**config.mk**
```make
export PLATFORM = sky130hd
export DESIGN_NAME = cache_mem_port
export DESIGN_NICKNAME = d
export VERILOG_FILES = /design/src/hw/arb_pkg.sv /design/src/hw/mem_line_pkg.sv /design/src/hw/dfp_if.sv /design/src/hw/cache_arbiter.sv /design/src/hw/cache_mem_port.sv /design/src/hw/dfp_request_hold.sv
export VERILOG_INCLUDE_DIRS = /design/src /design/src/hw
export SDC_FILE = /design/constraint.sdc
export NUM_CORES = 1
export LEC_CHECK = 0
export BUFFER_PORTS_ARGS = -buffer_cell sky130_fd_sc_hd__clkbuf_2
export CORE_AREA = 4 4 531 533
export CTS_BUF_LIST = sky130_fd_sc_hd__clkbuf_4
export DETAILED_ROUTE_END_ITERATION = 10
export DIE_AREA = 0 0 535 537
export SKIP_CTS_REPAIR_TIMING = 1
export SYNTH_ARGS = -nofsm -noshare
export SYNTH_HDL_FRONTEND = slang
export SYNTH_SLANG_ARGS = --single-unit
export TNS_END_PERCENT = 100
```
**constraint.sdc**
```tcl
create_clock -name clk -period 46.4 [get_ports clk]
set_input_delay 6.96 -clock clk [delete_from_list [all_inputs] [get_ports clk]]
set_output_delay 6.96 -clock clk [all_outputs]
set_load 0.02 [all_outputs]
```
**src/hw/arb_macros.svh**
```systemverilog
`ifndef ARB_MACROS_SVH
`define ARB_MACROS_SVH

// width of a byte address on the memory side
`define ADDR_W 32

// one cache line moves as a single 256-bit beat
`define LINE_W 256

// low address bits that are always zero for a line address
`define LINE_ALIGN 5

`endif

```
**src/hw/arb_pkg.sv**
```systemverilog
package arb_pkg;

    // grant FSM states
    typedef enum logic [1:0] {
        IDLE    = 2'd0,
        SERVE_I = 2'd1,
        SERVE_D = 2'd2
    } arb_state_t;

    // which slot a grant goes to
    typedef enum logic {
        CL_I = 1'b0,
        CL_D = 1'b1
    } client_t;

endpackage : arb_pkg

```
**src/hw/mem_line_pkg.sv**
```systemverilog
`include "arb_macros.svh"

package mem_line_pkg;

    typedef logic [`ADDR_W-1:0] addr_t;
    typedef logic [`LINE_W-1:0] line_t;

    // instruction side only ever reads, so the address is all it carries
    typedef struct packed {
        addr_t addr;
    } ireq_t;

    // data side request whose write line only matters when write is set
    typedef struct packed {
        addr_t addr;
        logic  write;
        line_t wdata;
    } dreq_t;

endpackage : mem_line_pkg

```
**src/hw/dfp_if.sv**
```systemverilog
`timescale 1ns/100ps

interface dfp_if
#(
    parameter type REQ_T = mem_line_pkg::ireq_t
);
    import mem_line_pkg::*;

    // slot has a captured request waiting for or being served by memory
    logic  pending;
    REQ_T  req;
    logic  is_write;

    // one-cycle pulse from the arbiter when memory answers this slot
    logic  done;
    line_t rline;

    modport slot
    (
        output pending,
        output req,
        output is_write,
        input  done,
        input  rline
    );

    modport arb
    (
        input  pending,
        input  req,
        input  is_write,
        output done,
        output rline
    );

endinterface : dfp_if

```
**src/hw/cache_arbiter.sv**
```systemverilog
`timescale 1ns/100ps
`include "arb_macros.svh"

module cache_arbiter
(
    input  logic                clk,
    input  logic                rst,

    dfp_if.arb                  port_i,
    dfp_if.arb                  port_d,

    output mem_line_pkg::addr_t o_mem_addr,
    output logic                o_mem_read,
    output logic                o_mem_write,
    output mem_line_pkg::line_t o_mem_wdata,
    input  mem_line_pkg::line_t i_mem_rdata,
    input  logic                i_mem_resp
);
    import mem_line_pkg::*;
    import arb_pkg::*;

    arb_state_t state;
    arb_state_t state_next;
    logic       owed_i;
    logic       owed_next;
    logic       grant;
    client_t    pick;
    addr_t      grant_addr;
    logic       grant_write;

    always_comb
    begin
        state_next  = state;
        owed_next   = owed_i;
        grant       = 1'b0;
        pick        = CL_I;
        port_i.done = 1'b0;
        port_d.done = 1'b0;

        unique case (state)
            IDLE:
            begin
                // an instruction left waiting by a data transfer goes first
                if (owed_i && port_i.pending)
                begin
                    grant = 1'b1;
                    pick  = CL_I;
                end
                else if (port_d.pending)
                begin
                    grant = 1'b1;
                    pick  = CL_D;
                end
                else if (port_i.pending)
                begin
                    grant = 1'b1;
                    pick  = CL_I;
                end

                if (grant)
                begin
                    state_next = (pick == CL_D) ? SERVE_D : SERVE_I;
                    owed_next  = (pick == CL_D) ? port_i.pending : 1'b0;
                end
            end

            SERVE_I:
            begin
                port_i.done = i_mem_resp;
                if (i_mem_resp)
                begin
                    state_next = IDLE;
                end
            end

            SERVE_D:
            begin
                port_d.done = i_mem_resp;
                // instruction that shows up mid-transfer is also owed
                if (port_i.pending)
                begin
                    owed_next = 1'b1;
                end
                if (i_mem_resp)
                begin
                    state_next = IDLE;
                end
            end

            default:
            begin
                state_next = IDLE;
            end
        endcase
    end

    assign grant_addr  = (pick == CL_D) ? port_d.req.addr : port_i.req.addr;
    assign grant_write = (pick == CL_D) ? port_d.is_write : port_i.is_write;

    always_ff @(posedge clk)
    begin
        if (rst)
        begin
            state       <= IDLE;
            owed_i      <= 1'b0;
            o_mem_read  <= 1'b0;
            o_mem_write <= 1'b0;
        end
        else
        begin
            state  <= state_next;
            owed_i <= owed_next;
            if (grant)
            begin
                o_mem_read  <= !grant_write;
                o_mem_write <= grant_write;
            end
            else if (state != IDLE && i_mem_resp)
            begin
                o_mem_read  <= 1'b0;
                o_mem_write <= 1'b0;
            end
        end
    end

    // address and write line stay put until the next grant
    always_ff @(posedge clk)
    begin
        if (grant)
        begin
            o_mem_addr  <= {grant_addr[`ADDR_W-1:`LINE_ALIGN], {`LINE_ALIGN{1'b0}}};
            o_mem_wdata <= port_d.req.wdata;
        end
    end

    // returned line goes to both slots and only the owner sees done
    assign port_i.rline = i_mem_rdata;
    assign port_d.rline = i_mem_rdata;

endmodule : cache_arbiter

```
**src/hw/cache_mem_port.sv**
```systemverilog
`timescale 1ns/100ps

module cache_mem_port
(
    input  logic                clk,
    input  logic                rst,

    // instruction cache side
    input  mem_line_pkg::addr_t i_ic_addr,
    input  logic                i_ic_read,
    output mem_line_pkg::line_t o_ic_rdata,
    output logic                o_ic_resp,

    // data cache side
    input  mem_line_pkg::addr_t i_dc_addr,
    input  logic                i_dc_read,
    input  logic                i_dc_write,
    input  mem_line_pkg::line_t i_dc_wdata,
    output mem_line_pkg::line_t o_dc_rdata,
    output logic                o_dc_resp,

    // shared memory port
    output mem_line_pkg::addr_t o_mem_addr,
    output logic                o_mem_read,
    output logic                o_mem_write,
    output mem_line_pkg::line_t o_mem_wdata,
    input  mem_line_pkg::line_t i_mem_rdata,
    input  logic                i_mem_resp
);
    import mem_line_pkg::*;

    dfp_if #(.REQ_T(ireq_t)) if_i ();
    dfp_if #(.REQ_T(dreq_t)) if_d ();

    // instruction slot never writes
    dfp_request_hold #(.REQ_T(ireq_t)) u_hold_i
    (
        .clk     (clk),
        .rst     (rst),
        .i_valid (i_ic_read),
        .i_req   (ireq_t'{addr: i_ic_addr}),
        .i_write (1'b0),
        .o_resp  (o_ic_resp),
        .o_rline (o_ic_rdata),
        .port    (if_i.slot)
    );

    dfp_request_hold #(.REQ_T(dreq_t)) u_hold_d
    (
        .clk     (clk),
        .rst     (rst),
        .i_valid (i_dc_read || i_dc_write),
        .i_req   (dreq_t'{addr: i_dc_addr, write: i_dc_write, wdata: i_dc_wdata}),
        .i_write (i_dc_write),
        .o_resp  (o_dc_resp),
        .o_rline (o_dc_rdata),
        .port    (if_d.slot)
    );

    cache_arbiter u_arb
    (
        .clk         (clk),
        .rst         (rst),
        .port_i      (if_i.arb),
        .port_d      (if_d.arb),
        .o_mem_addr  (o_mem_addr),
        .o_mem_read  (o_mem_read),
        .o_mem_write (o_mem_write),
        .o_mem_wdata (o_mem_wdata),
        .i_mem_rdata (i_mem_rdata),
        .i_mem_resp  (i_mem_resp)
    );

endmodule : cache_mem_port

```
**src/hw/dfp_request_hold.sv**
```systemverilog
`timescale 1ns/100ps

module dfp_request_hold
#(
    parameter type REQ_T = mem_line_pkg::ireq_t
)
(
    input  logic                clk,
    input  logic                rst,

    input  logic                i_valid,
    input  REQ_T                i_req,
    input  logic                i_write,
    output logic                o_resp,
    output mem_line_pkg::line_t o_rline,

    dfp_if.slot                 port
);

    logic pending;
    logic blocked;
    logic capture;
    logic write_q;
    REQ_T req_q;

    // the client keeps its level up until after it sees resp,
    // so a finished slot stays blocked until that level goes away
    assign capture = i_valid && !pending && !blocked;

    always_ff @(posedge clk)
    begin
        if (rst)
        begin
            pending <= 1'b0;
            blocked <= 1'b0;
            o_resp  <= 1'b0;
        end
        else
        begin
            o_resp <= port.done;

            if (port.done)
            begin
                pending <= 1'b0;
                blocked <= 1'b1;
            end
            else if (capture)
            begin
                pending <= 1'b1;
            end
            else if (blocked && !i_valid)
            begin
                blocked <= 1'b0;
            end
        end
    end

    // held payload and returned line
    always_ff @(posedge clk)
    begin
        if (capture)
        begin
            req_q   <= i_req;
            write_q <= i_write;
        end
        if (port.done)
        begin
            o_rline <= port.rline;
        end
    end

    assign port.pending  = pending;
    assign port.req      = req_q;
    assign port.is_write = write_q;

endmodule : dfp_request_hold

```
==> summary.md <==
| Metric | Value |
|---|---|
| 1st-iter DRT viols | 1259 |
| Drt wl/cell | 25.1 um |
| Initial Util | 12.4% |
| Number of synthesized register bits | 1117 |
| Multiplexer area fraction after synthesis | 1.11% |
| FILL cells | 30000 |
| CP bufs+invs | 5 |
| Average size of a mapped cell | 28.5 um2 |
| Setup ws final | 37.00 ns |
| Simple-Gate Fraction of Synth Area | 0.300% |
| Seq/Total Area, Yosys | 97.8% |
| Final wirelength | 171 mm |
| RSZ-0062 raised after global routing | no |
| Synth Warn # | 0 |
| Synth area leaders | edfxtp_1 (97%), mux2_4 (0.88%), dfxtp_1 (0.64%) |
| NumNets Final | 3474 |
| Sequential power share | 51.0% |
| Worst IR Drop VDD | 0.0356 mV |
| CP arrival | 10.17 ns |
| Router iterations before antenna repair | 5 |
| Post-place setup slack | 35.69 ns |
| Die extent in x | 535 um |
| Async SR Flop Fraction | 0% |
| Synth cell count leaders | edfxtp_1 (1106), mux2_4 (20), dfxtp_1 (11), inv_1 (7), mux2_2 (7) |
| Top cell by count, worst path | buf_4 |
| Area leader, netlist | edfxtp_1 |
| Placed insts | 6282 |
| Power Density | 50.5 nW/um2 |
| Setup violators final | 0 |
| DPL Wire Length | 141 mm |
| Vias in the first global route | 21200 |
| Top-Level Pins | 1386 |
| Worst Hold Class | reg -> reg |
| Post-route ant nets | 0 |
| CTS tree | done |
| Clock power frac | 36.3% |
| DP Area | 45800 um2 |
| Slew Viols, Final | 0 |
| H-tree depth | 5 |
| Final core area utilization | 18.0% |
| Clock tree buffer depth | 4 |
| Die Height | 537 um |
| Final clock skew | 0.154 ns |
| Switching Share | 28.7% |
| Most frequent cell after synthesis | edfxtp_1 |
| GRT Residual Overflow | 0 |
| Clock Root Buffer | clkbuf_4 |
| Worst slew margin | 35.0% |
| Skew-Pair Late Insertion Delay | 1.18 ns |
| LEAKAGE | 18.9 nW |
| Combinational share of power | 12.7% |
| Yosys top cell area share | 97.1% |
| Global-route wire length before repair | 212 mm |
| XOR/XNOR share of the synthesized area | 0% |
| Tmin final | 9.40 ns |
| Crit path required time | 47.16 ns |
| Setup TNS | 0 ns |
| FMAX | 106 MHz |
| Initial antenna violation count | 84 |
| Yosys cell types | 29 |
| Top_reg_cell synth | edfxtp_1 |
| Gp weighted congestion | 0.905 |
| Buffers added on ports | 1370 |
| Area fraction in compound gates after synthesis | 0.355% |
| GRT Resource Usage Total | 11.3% |
| Worst Max-Slew Pin Slew | 0.974 ns |
| Core ar. | 276000 um2 |
| Post-Synth Adder-Cell Area | 0.110% |
| TritonCTS buffer count | 310 |
| CP cell instances | clkbuf_2 > nor2_1 > nor3_2 > buf_12 > buf_4 > buf_4 > buf_4 |
| Fin. Hold Viols | 0 |
| Critical Path Fanout Max | 108 |
| Critical path launch point type | input pin |
| Family with the most delay on the worst path | buffers and inverters |
| Max-Cap Viols | 0 |
| Share of cells above drive strength 1 | 60.6% |
| Combinational family with the most area after synthesis | multiplexers |
| Vias/cell | 2.97 |
| Mapped Cells | 1199 |
| CP max stage delay | 0.79 ns |
| Core Rows | 193 |
| Fin cells | 6824 |
| Largest net degree at the start of global routing | 109 |
| Number of synthesized flops with an enable pin | 1106 |
| Sink Count | 1117 |
| Netlist Area Pre-Place | 34200 um2 |
| Clock slew at reported path FFs | 0.06 ns |
| Detailed-route via count | 20300 |
| Slowest cell on the critical path | buf_4 |
| Internal | 0.00179 W |
| CP Class | in -> reg |
| Final period util | 20.3% |
| Status | finished clean |
| Drc violations | 0 |
| Area delta synth->final | 45.5% |
| Endpoint class of the critical path | flip-flop |
| Fin area | 49700 um2 |
| Switching pwr | 0.000720 W |
| Die ar. | 287000 um2 |
## power by group through the flow
stage	logic, W	registers [W]	clock network [W]
final	0.000318	0.00128	0.000912
after global routing	0.000340	0.00129	0.00101
after CTS	0.000333	0.00128	0.000962
after detailed placement	0.000332	0.00130	0
after global placement	0.000331	0.00130	0
after floorplan	0.0000530	0.00142	0
## final timing paths
path,from,to,slack (ns),cells after the start
setup / recovery,i_dc_write,u_hold_d.port.req[84],37.00,7
hold reg to reg,u_hold_d.port.req[161],u_arb.o_mem_wdata[161],0.37,0
setup reg to reg,u_arb.state[0],u_arb.o_mem_wdata[250],42.40,6
hold / removal,u_hold_d.port.req[161],u_arb.o_mem_wdata[161],0.37,0
## state kept, by name, indices dropped and copies added (netlist names)
register	count
u_arb.o_mem_write	1
u_hold_i.blocked	1
u_arb.state	2
u_hold_i.port.req	27
u_hold_d.o_rline	256
u_hold_d.blocked	1
u_hold_i.o_rline	256
u_hold_d.port.is_write	1
u_arb.o_mem_addr	27
u_hold_d.o_resp	1
u_hold_d.port.req	283
u_arb.o_mem_read	1
u_hold_i.o_resp	1
u_hold_i.port.pending	1
u_hold_d.port.pending	1
u_arb.o_mem_wdata	256
u_arb.owed_i	1
## cells in the final DEF (no fill, tap or decap), types with 2 or more instances in the layout
cell / n
clkinv_1: 64
clkbuf_2: 1370
nor2_1: 4
clkinvlp_4: 3
buf_12: 2
clkinv_4: 4
mux2_2: 7
inv_6: 9
conb_1: 5
inv_1: 4
clkbuf_4: 419
o21ai_0: 5
a21oi_1: 5
edfxtp_1: 1106
nor3b_1: 2
nand2_1: 3
buf_4: 11
ha_1: 3
diode_2: 18
inv_8: 6
dfxtp_1: 11
mux2_4: 20
nor3_1: 2
bufinv_16: 10
clkinv_2: 10
## through the flow
stage	hold WS [ns]	power, W
3_5_place_dp	0.405	0.00164
6_report	0.369	0.00251
3_3_place_gp	0.401	0.00163
4_1_cts	0.352	0.00258
2_1_floorplan	0.400	0.00147
5_1_grt	0.367	0.00264
## cell type report
type / count / area (um2) / share of cell area (%)
sequential: 1117 / 33400 / 67.2
timing repair buffer: 1383 / 6980 / 14.0
tap: 3705 / 4640 / 9.32
clock buffer: 419 / 3150 / 6.32
clock inverter: 105 / 781 / 1.57
multi-input combinational: 70 / 669 / 1.35
inverter: 7 / 48.8 / 0.0981
antenna: 18 / 45.0 / 0.0906
## routing by layer
layer  up-vias  share of wire, %  global-route usage, %
li1       8501                 -                      -
met1      9886                34                   11.7
met4        34               4.3                   5.13
met3       375                12                   5.37
met2      1455                49                   19.3
met5         -              0.12                      0
## cells by family (layout without fill, tap and decap cells)
group | after synthesis | count (layout)
DFF | 1117 | 1117
muxes | 27 | 27
and+or+nand+nor | 18 | 18
AOI/OAI and AO/OA | 17 | 17
buffers and inverters | 16 | 1914
adders and majority gates | 3 | 3
other | 1 | 23
Power figures use the tool's default switching activity.
